--- src/design/rvIsaPkg.sv ---
package rvIsaPkg;

    localparam int xlen = 32;

    typedef logic [4:0]      regAddrT;
    typedef logic [xlen-1:0] wordT;

    // major opcodes of the kept subset, bits [6:0]
    typedef enum logic [6:0] {
        opOp    = 7'b0110011,  // register-register ALU
        opOpImm = 7'b0010011,  // register-immediate ALU
        opLui   = 7'b0110111,
        opHalt  = 7'b0001011   // custom-0 space
    } opcodeT;

    // ------------------------------------------------------------------------
    // funct3 encodings for OP and OP-IMM
    // ------------------------------------------------------------------------
    localparam logic [2:0] f3AddSub = 3'b000;
    localparam logic [2:0] f3Sll    = 3'b001;
    localparam logic [2:0] f3Slt    = 3'b010;
    localparam logic [2:0] f3Sltu   = 3'b011;
    localparam logic [2:0] f3Xor    = 3'b100;
    localparam logic [2:0] f3SrlSra = 3'b101;
    localparam logic [2:0] f3Or     = 3'b110;
    localparam logic [2:0] f3And    = 3'b111;

    // funct7 value selecting sub and sra
    localparam logic [6:0] f7Alt = 7'b0100000;

    // addi x0,x0,0
    localparam wordT nopWord = 32'h0000_0013;

endpackage

--- src/design/pipePkg.sv ---
package pipePkg;

    typedef enum logic [3:0] {
        aluAdd  = 4'd0,
        aluSub  = 4'd1,
        aluSll  = 4'd2,
        aluSlt  = 4'd3,
        aluSltu = 4'd4,
        aluXor  = 4'd5,
        aluSrl  = 4'd6,
        aluSra  = 4'd7,
        aluOr   = 4'd8,
        aluAnd  = 4'd9
    } aluOpT;

    // operand source, in falling priority after fromReg
    typedef enum logic [2:0] {
        fromReg = 3'd0,
        fromXmA = 3'd1,
        fromXmB = 3'd2,
        fromMwA = 3'd3,
        fromMwB = 3'd4
    } fwdSelT;

    // one decoded slot; all zero is a bubble
    typedef struct packed {
        aluOpT             aluOp;
        logic              useImm;
        logic              writeEn;  // only set with rd != x0
        logic              isLui;
        logic              isHalt;
        rvIsaPkg::regAddrT rd;
        rvIsaPkg::regAddrT rs1;      // x0 when unused
        rvIsaPkg::regAddrT rs2;      // x0 when unused
        rvIsaPkg::wordT    imm;
    } slotCtrlT;

    // one slot in execute/memory or memory/writeback
    typedef struct packed {
        logic              writeEn;
        logic              isHalt;
        rvIsaPkg::regAddrT rd;
        rvIsaPkg::wordT    result;
    } slotExT;

    typedef struct packed {
        logic              valid;
        rvIsaPkg::regAddrT rd;
        rvIsaPkg::wordT    data;
    } retireT;

    typedef struct packed {
        rvIsaPkg::wordT slotA;  // lower address
        rvIsaPkg::wordT slotB;
    } packetT;

endpackage

--- src/design/fetchUnit.sv ---
module fetchUnit #(
    parameter rvIsaPkg::wordT pcResetValue = '0
) (
    input  logic             clock,
    input  logic             reset,
    input  logic             split,
    input  pipePkg::packetT  fetchPacket,
    output rvIsaPkg::wordT   fetchAddr,
    output pipePkg::packetT  fdPacket
);

    localparam rvIsaPkg::wordT pcStart = {pcResetValue[rvIsaPkg::xlen-1:3], 3'b000};

    // ------------------------------------------------------------------------
    // program counter
    // ------------------------------------------------------------------------
    // packet aligned, so it only ever moves by eight
    always_ff @(posedge clock or posedge reset) begin
        if (reset) begin
            fetchAddr <= pcStart;
        end else if (!split) begin
            fetchAddr <= fetchAddr + rvIsaPkg::wordT'(8);
        end
    end

    // ------------------------------------------------------------------------
    // fetch/decode register
    // ------------------------------------------------------------------------
    // on a split slot A already went down the pipe, so only B stays
    always_ff @(posedge clock or posedge reset) begin
        if (reset) begin
            fdPacket.slotA <= rvIsaPkg::nopWord;
            fdPacket.slotB <= rvIsaPkg::nopWord;
        end else if (split) begin
            fdPacket.slotA <= rvIsaPkg::nopWord;  // slotB held
        end else begin
            fdPacket <= fetchPacket;
        end
    end

endmodule

--- config.mk ---
export PLATFORM = sky130hd
export DESIGN_NAME = fetchUnit
export DESIGN_NICKNAME = d
export VERILOG_FILES = /design/src/design/rvIsaPkg.sv /design/src/design/pipePkg.sv /design/src/design/fetchUnit.sv
export SDC_FILE = /design/constraint.sdc
export NUM_CORES = 1
export LEC_CHECK = 0
export BUFFER_PORTS_ARGS = -buffer_cell sky130_fd_sc_hd__buf_2
export CELL_PAD_IN_SITES_DETAIL_PLACEMENT = 0
export CELL_PAD_IN_SITES_GLOBAL_PLACEMENT = 1
export CORE_MARGIN = 4
export CORE_UTILIZATION = 39
export DETAILED_ROUTE_END_ITERATION = 10
export GPL_ROUTABILITY_DRIVEN = 0
export PLACE_DENSITY_LB_ADDON = 0.12
export SLEW_MARGIN = 15
export SYNTH_ARGS = -nofsm -noshare
export SYNTH_HDL_FRONTEND = slang
export SYNTH_SLANG_ARGS = --single-unit
--- constraint.sdc ---
create_clock -name clock -period 4.6 [get_ports clock]
set_clock_uncertainty 0.15 [all_clocks]
set_input_delay 0.23 -clock clock [delete_from_list [all_inputs] [get_ports clock]]
set_output_delay 0.23 -clock clock [all_outputs]
set_load 0.02 [all_outputs]
-- After elaboration in Yosys (flattened, before gate mapping)
Index checks and enable logic that the tools add are counted.
- input port bits: 67
- word-level logic and storage cells: 5
- register bits after elaboration: 96
- output and inout bits: 96
- add/sub/neg operators: 1
- multiplexer cells: 1
- operators by type and width (kind ; count):
    $add 32x4->32 const B ; 1
    $mux 32 ; 1

-- Longest topological paths before layout
Gate-level depths: netlist of the first run.
- depth after elaboration: 1
- depth in mapped cells: 5
- depth with buffers taken out: 5

-- Least setup slack after synthesis of the first run
No wires, ideal clock.
- path kind: register to register
- start: register fetchAddr[3]
- end: register fetchAddr[23]
- period minus slack after synthesis: 1.747 ns
- data arrival time: 1.466 ns
- path slack: 2.853 ns
- stages on the path, launching flop included: 6
- setup time: 0.131 ns
- buffers on the path: 0
- path through: dfrtp_1 > ha_1 > nand4b_2 > nor3_4 > nand4_1 > xnor2_1
- word-level cells in the longest chain between the ends: 1
- ends and longest elaborated chain (what ; line ; RTL):
    start: declaration ; fetchUnit.sv:8 ; output rvIsaPkg::wordT fetchAddr,
    start signal: assignment ; fetchUnit.sv:20 ; fetchAddr <= pcStart;
    start signal: assignment ; fetchUnit.sv:22 ; fetchAddr <= fetchAddr + rvIsaPkg::wordT'(8);
    $add 32x4->32 ; fetchUnit.sv:22 ;
No other way between the ends.
A chain may end at the register's enable or synchronous reset.

-- Worst setup path after layout of the first run
Same ends and word-level chain as after synthesis.

==> run summary, run 1 <==
Pint = 1.43 mW
post-synthesis register bit count = 93
Gate power share = 0.185
crit-path max FO = 10
CP Class = flip-flop to flip-flop
Crit-path slowest cell = dfrtp_1
Clock Power Share = 0.331
antenna violations before repair = 0
hold_ws = 0.334 ns
Post-Syn Area per Cell = 13.9 µm²
Crit path arrival time = 1.89 ns
number of CTS-inserted buffers = 9
cts repair resizes = 0
layout cells sized above 1 = 0.450
post-synth cell types = 29
Static Leak = 2.71 nW
DR vias = 2778
grt ovf = 0
Final min period = 1.82 ns
Ports = 163
Worst-Margin Slew = 0.954 ns
final net count = 554
die width = 104 µm
ANT nets after route = 0
switching share of power = 0.267
I/O Buffers = 159
RSZ-0062 raised after global routing = no
Max IR drop VDD = 0.000184 V
Clock Sink Count = 93
area of the mapped netlist = 3570 µm²
Longest Clk Path Bufs = 2
crit end category = flip-flop
Final Hold Vio Count = 0
routed len/inst = 14.7 µm
PD cells = 364 nW/µm²
placed wire-length estimate = 5650 µm
first-pass GRT wire length = 14800 µm
Max transition margin = 0.363
synth top area cells = dfrtp_1, mux2_2, nor2b_1
Fmax achieved = 551 MHz
Syn-to-layout area delta = 50.3%
worst path cell trace = ha_1 -> nand4b_2 -> nor3_4 -> nand4_1 -> xnor2_1
r2r setup slk = 2.78 ns
largest net degree at the start of global routing = 70
Setup TNS = 0 ns
Remaining DRCs = 0
Worst Hold Class = flip-flop to flip-flop
starting density of the core = 0.406
Worst EP required = 4.68 ns
Rows = 34
Sw Pwr = 0.521 mW
Antenna diodes = 0
critical path's top delay family = simple AND/OR/NAND/NOR gates
startpoint types = flip-flop
Ys Warns = 0
final setup vio count = 0
Reg clk slew, reported paths = 0.09 ns
Routed WL = 8780 µm
period utilization = 0.395
Die Y-Extent = 104 µm
cell taking the most area after synthesis = dfrtp_1
Synth Instances = 257
Die Area = 10800 µm²
CTS tree = done
vias per cell = 4.64
Crit path largest cell delay = 0.41 ns
clk root buf = clkbuf_8
htree depth = 3
Bufs and invs on worst path = 0
Yosys top cell area share = 0.610
DRT iter0 DRCs = 61
status = completed
share of the yosys chip area belonging to registers = 0.654
clock latency on the worst-skew pair = 0.34 ns
vias in the first global route = 2961
Total GRT Usage = 0.168
max-capacitance violation count = 0
sequential share of power = 0.484
DR pass1 iterations = 6
Pins Over Slew Limit = 0
Core ar. = 8810 µm²
## power groups by stage
stage               Combinational (mW)  Clock, mW  Sequential [mW]
CTS                              0.367      0.669            0.947
finish                           0.362      0.647            0.947
global route                     0.390      0.700            0.957
global placement                 0.322          0            0.961
floorplan                        0.109          0             1.05
detailed placement               0.323          0            0.962
## final timing paths
kind | from | end | depth (start not counted)
max in group asynchronous | reset | fdPacket[33] | 4
hold / removal | fetchAddr[31] | fetchAddr[31] | 1
min in group asynchronous | reset | fdPacket[47] | 3
hold reg to reg | fetchAddr[31] | fetchAddr[31] | 1
setup / recovery | fetchAddr[3] | fetchAddr[23] | 5
setup reg to reg | fetchAddr[3] | fetchAddr[23] | 5
## area by class of cell
type / count / area (µm²)
clock inverter: 4 / 97.6
sequential: 93 / 2330
clock buffer: 12 / 145
timing repair buffer: 226 / 1460
fill: 725 / 3440
inverter: 2 / 8.76
tap: 108 / 135
multi-input combinational: 154 / 1180
## layer usage
metal / vias up / global-route usage / wire length [µm]
met4: 0 / 0.0684 / 199
met5: - / 0 / 0
met3: 18 / 0.0641 / 774
met2: 111 / 0.285 / 4450
met1: 1336 / 0.192 / 3350
li1: 1313 / - / -
## registers in the layout, indices dropped and copies added (netlist names)
register,flops
fdPacket,64
fetchAddr,29
## cells in the final DEF (no fill, tap or decap), drive strengths merged, types with 4 or more instances in the layout
cell type | synthesis | layout
buf | 7 | 161
dfrtp | 87 | 87
dlygate4sd3 | 0 | 65
mux2 | 33 | 33
nor2b | 29 | 29
xnor2 | 17 | 17
clkbuf | 3 | 12
xor2 | 11 | 11
nand4 | 11 | 11
nand2 | 10 | 10
nand3 | 9 | 9
nor2 | 9 | 9
dfstp | 6 | 6
and4 | 5 | 5
nor3 | 4 | 4
## cell usage after synthesis
library cell	n
and4_1	5
buf_2	2
nand4_4	1
nand2_1	10
and2_1	1
ha_1	1
dfstp_2	6
dfrtp_1	87
or2_2	3
nor2b_1	29
clkbuf_1	3
buf_1	2
nand2b_1	1
nor4_1	1
nor3_4	1
xnor2_1	17
and3_1	3
nand3_1	9
nand4_1	10
nor2_1	9
nand4b_2	1
buf_4	3
conb_1	1
mux2_2	33
nor3_1	3
xor2_1	11
or3_1	1
inv_1	2
and4b_1	1
## cells by family after synthesis
logic type    count (synthesis)  share of synthesized area
buf+inv                      12                     0.0165
simple gates                 89                      0.152
flops                        93                      0.654
fa+ha+maj                     1                    0.00350
mux                          33                      0.104
other cells                   1                    0.00105
xor+xnor                     28                     0.0687
## through the flow
stage / power [mW] / instance area [µm²] / setup WS [ns] / utilization / cells
2_1_floorplan: 1.16 / 3580 / 1.81 / - / 259
3_3_place_gp: 1.28 / 4470 / 2.52 / 0.508 / 518
3_5_place_dp: 1.29 / 4470 / 2.46 / 0.508 / 518
4_1_cts: 1.98 / 5370 / 2.72 / 0.610 / 599
5_1_grt: 2.05 / 5370 / 2.58 / 0.610 / 599
6_report: 1.95 / 5370 / 2.78 / 0.610 / 599
## what timing repair did
item                      CTS  global route
buffers inserted            0             0
hold endpoints to repair  117             0
hold buffers               65             0
(Power assumes the default switching activity.)
==> inputs of run 2 (changes only) <==
--- a/config.mk
+++ b/config.mk
@@ -9,7 +9,7 @@
 export CELL_PAD_IN_SITES_DETAIL_PLACEMENT = 0
 export CELL_PAD_IN_SITES_GLOBAL_PLACEMENT = 1
 export CORE_MARGIN = 4
-export CORE_UTILIZATION = 39
+export CORE_UTILIZATION = 36
 export DETAILED_ROUTE_END_ITERATION = 10
 export GPL_ROUTABILITY_DRIVEN = 0
 export PLACE_DENSITY_LB_ADDON = 0.12
==> constraint.sdc (replaced) <==
create_clock -name clock -period 1.7 [get_ports clock]
set_clock_uncertainty 0.15 [all_clocks]
set_input_delay 0.085 -clock clock [delete_from_list [all_inputs] [get_ports clock]]
set_output_delay 0.085 -clock clock [all_outputs]
set_load 0.02 [all_outputs]
==> run 2 against run 1 <==
Compared with the run above: clock power is 150% higher; hold slack worse by 0.25 ns; critical path depth is 1 lower; final cell count is 6.8% higher; critical path type unchanged; sequential cell count stayed put; via count is 0.61% higher; combinational power grew to 3.1 times the previous value; register-to-register slack worse by 2.7 ns.
==> run summary, run 2 (synthesized netlist as in run 1, its figures left out) <==
DR pass1 iterations = 3
first-pass GRT wire length = 14300 µm
vias in the first global route = 2911
final worst slack = 0.0969 ns
I/O Buffers = 159
biggest regs = fdPacket (64), fetchAddr (29)
final setup vio count = 0
starting density of the core = 0.367
Routed WL = 8960 µm
ANT nets after route = 0
Crit path arrival time = 1.69 ns
Final Hold Vio Count = 0
Longest Clk Path Bufs = 2
CTS tree = done
layout cells sized above 1 = 0.483
Pint = 3.81 mW
Final min period = 1.60 ns
Syn-to-layout area delta = 55.9%
reg2reg end = fetchAddr[20]
Top reg by flops = fdPacket
Fmax achieved = 624 MHz
Post-Place Cell Area = 4650 µm²
DRT iter0 DRCs = 97
Reg clk slew, reported paths = 0.08 ns
DR vias = 2795
Sw Pwr = 1.45 mW
Total GRT Usage = 0.159
Worst R2R Start = fetchAddr[12]
largest net degree at the start of global routing = 72
PD cells = 946 nW/µm²
Gate power share = 0.214
hold_ws = 0.0857 ns
status = completed
post-layout power = 5.27 mW
Core ar. = 9730 µm²
Worst EP required = 1.78 ns
placed wire-length estimate = 5920 µm
period utilization = 0.943
die width = 108 µm
Ports = 163
Die Area = 11600 µm²
Rows = 36
final instance area = 5570 µm²
commonest non-fill, non-tap cells in the layout = buf_2, dfrtp_1, dlygate4sd3_1
crit end category = flip-flop
Remaining DRCs = 0
routed len/inst = 14.0 µm
Clock Sink Count = 93
commonest non-fill, non-tap cell in the layout = buf_2
Worst Hold Depth = 4
r2r setup slk = 0.1 ns
hold path start = split
Worst Hold Class = input port to flip-flop
number of CTS-inserted buffers = 9
Antenna diodes = 0
max-capacitance violation count = 0
final net count = 571
vias per cell = 4.37
Max IR drop VDD = 0.000462 V
Die Y-Extent = 108 µm
clock latency on the worst-skew pair = 0.35 ns
startpoint types = flip-flop
Static Leak = 2.80 nW
crit-path max FO = 8
grt ovf = 0
switching share of power = 0.276
antenna violations before repair = 0
htree depth = 3
pre-CTS setup slack = 0.0549 ns
Clock Power Share = 0.302
hold-critical path endpoint = fetchAddr[7]
clk root buf = clkbuf_8
sequential share of power = 0.484
Pins Over Slew Limit = 0
CP Class = flip-flop to flip-flop
worst reg2reg path depth = 4
number of flip-flops under the largest register name = 64
[run 2: worst max-delay path by stage]
stage	from	end	slack (ns)	cells after the start
after floorplan	fetchAddr[3]	fetchAddr[23]	-0.02	5
after global placement	fetchAddr[5]	fetchAddr[20]	0.09	4
after detailed placement	fetchAddr[5]	fetchAddr[20]	0.05	4
after CTS	fetchAddr[5]	fetchAddr[20]	0.02	4
after global routing	fetchAddr[3]	fetchAddr[15]	-0.004	6
final	fetchAddr[12]	fetchAddr[20]	0.1	4
[run 2: layout make-up]
class                   instances  area [µm²]
clock buffers                  11         141
clock inverters                 4        72.6
fillers                       852        4160
inverters                       2        11.3
multi-input cells             154        1210
flip-flops and latches         93        2340
well taps                     133         166
repair buffers                243        1630
[run 2: worst max-delay path: stages (launching register included)]
cell     delay, ns
dfrtp_1       0.43
and3_1        0.23
nand4_4       0.18
or3_1         0.36
xnor2_1       0.14
[run 2: per-stage QoR]
stage	std cells	TNS, ns	util
after floorplan	259	-0.0730	-
after global placement	556	0	0.478
after detailed placement	556	0	0.478
after CTS	637	0	0.568
after global routing	640	-0.00392	0.572
final	640	0	0.572
[run 2: routing by layer]
layer | track usage | vias to the layer above | wire length [µm]
met5 | 0 | - | 0
met4 | 0.0649 | 0 | 142
met3 | 0.0540 | 12 | 759
met2 | 0.253 | 98 | 4280
met1 | 0.200 | 1335 | 3780
li1 | - | 1350 | -
[run 2: power groups by stage]
stage          Clock (mW)  Sequential (mW)  Combinational (mW)
3_3_place_gp            0             2.58               0.952
3_5_place_dp            0             2.59               0.958
5_1_grt              1.75             2.57                1.22
6_report             1.59             2.55                1.13
4_1_cts              1.65             2.55                1.08
2_1_floorplan           0             2.84               0.295
[run 2: repair_timing]
item,CTS,global route
buffers inserted,0,3
hold buffers,66,0
endpoints found under the hold margin,155,0
setup endpoints to repair,0,7
gates resized for setup,0,5
==> inputs of run 3 (changes only) <==
--- a/config.mk
+++ b/config.mk
@@ -5,11 +5,12 @@
 export SDC_FILE = /design/constraint.sdc
 export NUM_CORES = 1
 export LEC_CHECK = 0
+export ABC_AREA = 1
 export BUFFER_PORTS_ARGS = -buffer_cell sky130_fd_sc_hd__buf_2
 export CELL_PAD_IN_SITES_DETAIL_PLACEMENT = 0
 export CELL_PAD_IN_SITES_GLOBAL_PLACEMENT = 1
 export CORE_MARGIN = 4
-export CORE_UTILIZATION = 36
+export CORE_UTILIZATION = 35
 export DETAILED_ROUTE_END_ITERATION = 10
 export GPL_ROUTABILITY_DRIVEN = 0
 export PLACE_DENSITY_LB_ADDON = 0.12
==> run 3 against run 2 <==
Compared with the run above: clock power is 11% lower; critical path depth grew 4; first-iteration DRC count grew 57%; wire length up 17%; total power shrank 4.9%; global-route usage rose by 0.95 points; core utilization shrank 4.5 points; maximum frequency increased by 2.5%; sequential cell count did not move; non-clock buffer count fell by 12; critical endpoint is now fetchAddr[23].
==> run summary, run 3 <==
vias per cell = 4.22
routed len/inst = 13.0 µm
most common flop cell mapped by yosys = dfrtp_1
Max IR drop VDD = 0.000471 V
Ports = 163
Clock Sink Count = 93
crit end category = flip-flop
Pins Over Slew Limit = 0
cell taking the most area after synthesis = dfrtp_1
Die Y-Extent = 114 µm
status = completed
final net count = 724
DR vias = 3382
Pint = 3.37 mW
number of CTS-inserted buffers = 9
Longest Clk Path Bufs = 2
post-synth cell types = 32
Gate power share = 0.212
grt ovf = 0
Core ar. = 10900 µm²
antenna violations before repair = 0
FF/Latch Area = 2330 µm²
Static Leak = 3.30 nW
Reg clk slew, reported paths = 0.10 ns
commonest non-fill, non-tap cell in the layout = buf_2
RSZ-0062 raised after global routing = no
Yosys top cell area share = 0.555
first-pass GRT wire length = 17200 µm
Total GRT Usage = 0.169
die width = 114 µm
Top reg by flops = fdPacket
synth top area cells = dfrtp_1, nand2_1, inv_1
commonest non-fill, non-tap cells in the layout = buf_2, nand2_1, dfrtp_1
Worst EP required = 1.83 ns
Rows = 38
vias in the first global route = 3538
period utilization = 0.920
Routed WL = 10500 µm
sequential share of power = 0.506
ANT nets after route = 0
layout cells sized above 1 = 0.328
CTS tree = done
starting density of the core = 0.360
non-filler cells, final = 801
max-capacitance violation count = 0
DR pass1 iterations = 4
post-layout power = 5.01 mW
PD cells = 873 nW/µm²
I/O Buffers = 159
FILL cells = 1042
Sw Pwr = 1.63 mW
clk root buf = clkbuf_8
Post-Syn Area per Cell = 9.21 µm²
Clock Power Share = 0.283
Syn-to-layout area delta = 46.2%
clock latency on the worst-skew pair = 0.37 ns
final setup vio count = 0
share of the yosys chip area belonging to registers = 0.595
Setup Buffers After CTS = 0
Final min period = 1.56 ns
most common cell in the netlist = nand2_1
Final Hold Vio Count = 0
final worst slack = 0.136 ns
Async S/R FF share, synth = 1.00
footprint of the multi-input gates = 1330 µm²
biggest regs = fdPacket (64), fetchAddr (29)
largest net degree at the start of global routing = 73
DP Cell Count = 719
startpoint types = flip-flop
number of flip-flops under the largest register name = 64
Synth Instances = 426
Setup TNS = 0 ns
Ys Warns = 0
crit-path max FO = 7
placed wire-length estimate = 7370 µm
switching share of power = 0.326
Fmax achieved = 639 MHz
area of the mapped netlist = 3930 µm²
Crit path arrival time = 1.69 ns
CP Class = flip-flop to flip-flop
Worst Hold Class = input port to async pin
Commonest cells post-synth = nand2_1, dfrtp_1, inv_1
post-synthesis register bit count = 93
Die Area = 13000 µm²
Finished Core Util = 0.527
htree depth = 3
pre-CTS setup slack = 0.132 ns
Remaining DRCs = 0
number of synthesized flops with an enable pin = 0
Antenna diodes = 0
DRT iter0 DRCs = 152
-- run 3: changes by cell type after synthesis, sizes merged, moves of 7 or more --
| cell | change |
|---|---|
| nor2b | -29 |
| nor2 | +45 |
| mux2 | -33 |
| inv | +49 |
| xnor2 | -7 |
| nand4 | -7 |
| nand2 | +150 |
-- run 3: critical path, cell delays in order (launching register included) --
cell and delay (ns):
dfrtp_1 0.41, ha_1 0.21, nand2_4 0.08, nor2_8 0.13, nand3b_4 0.13, nor2_8 0.17, nand2_1 0.07, nand2_1 0.06
nand2_1 0.05
-- run 3: timing repair --
item                       in CTS  in global routing
hold endpoints to repair      159                  0
gates resized for setup         0                  2
hold buffers                   66                  0
setup endpoints to repair       0                  3
-- run 3: metal layers --
metal / up-vias / part of all wire / global-route usage
met4: 0 / 0.022 / 0.0728
met5: - / 0 / 0
li1: 1717 / - / -
met3: 18 / 0.076 / 0.0541
met2: 99 / 0.50 / 0.286
met1: 1548 / 0.40 / 0.197
-- run 3: cell type report --
type,instances,area share
clock buffers,9,0.0216
clock inverters,7,0.0100
inverters,52,0.0351
multi-input cells,269,0.232
flip-flops and latches,93,0.407
well taps,140,0.0305
repair buffers,231,0.264
-- run 3: metrics by stage --
step / hold slack (ns) / instance area, µm²
2_1_floorplan: 0.0268 / 3940
3_3_place_gp: 0.0495 / 4890
3_5_place_dp: 0.0538 / 4890
4_1_cts: 0.189 / 5730
5_1_grt: 0.246 / 5740
6_report: 0.216 / 5740
-- run 3: path summary, 6_finish.rpt --
check | slack (ns) | start | depth (start not counted) | end
max in group asynchronous | 0.83 | reset | 4 | fdPacket[0]
worst max-delay path | 0.14 | fetchAddr[3] | 8 | fetchAddr[23]
worst max register to register | 0.14 | fetchAddr[3] | 8 | fetchAddr[23]
worst min-delay path | 0.22 | reset | 4 | fdPacket[12]
worst min register to register | 0.32 | fdPacket[0] | 2 | fdPacket[0]
min in group clock | 0.28 | fetchPacket[36] | 3 | fdPacket[36]
-- run 3: cells by family (layout without fill, tap and decap cells) --
group                    count (synthesis)  count (layout)  synth area share
AO/OA/AOI/OAI                            2               2           0.00255
XOR/XNOR                                18              18            0.0421
adder cells (fa/ha/maj)                  1               1           0.00319
buffers and inverters                   66             299            0.0695
flip-flops                              93              93             0.595
other                                    1               3          0.000955
AND/OR/NAND/NOR                        245             245             0.287
-- run 3: power groups by stage --
stage	Clock, mW	Combinational, mW	Sequential [mW]
3_5_place_dp	0	0.957	2.57
3_3_place_gp	0	0.954	2.57
4_1_cts	1.47	1.07	2.53
6_report	1.42	1.06	2.53
2_1_floorplan	0	0.369	2.80
5_1_grt	1.54	1.16	2.56
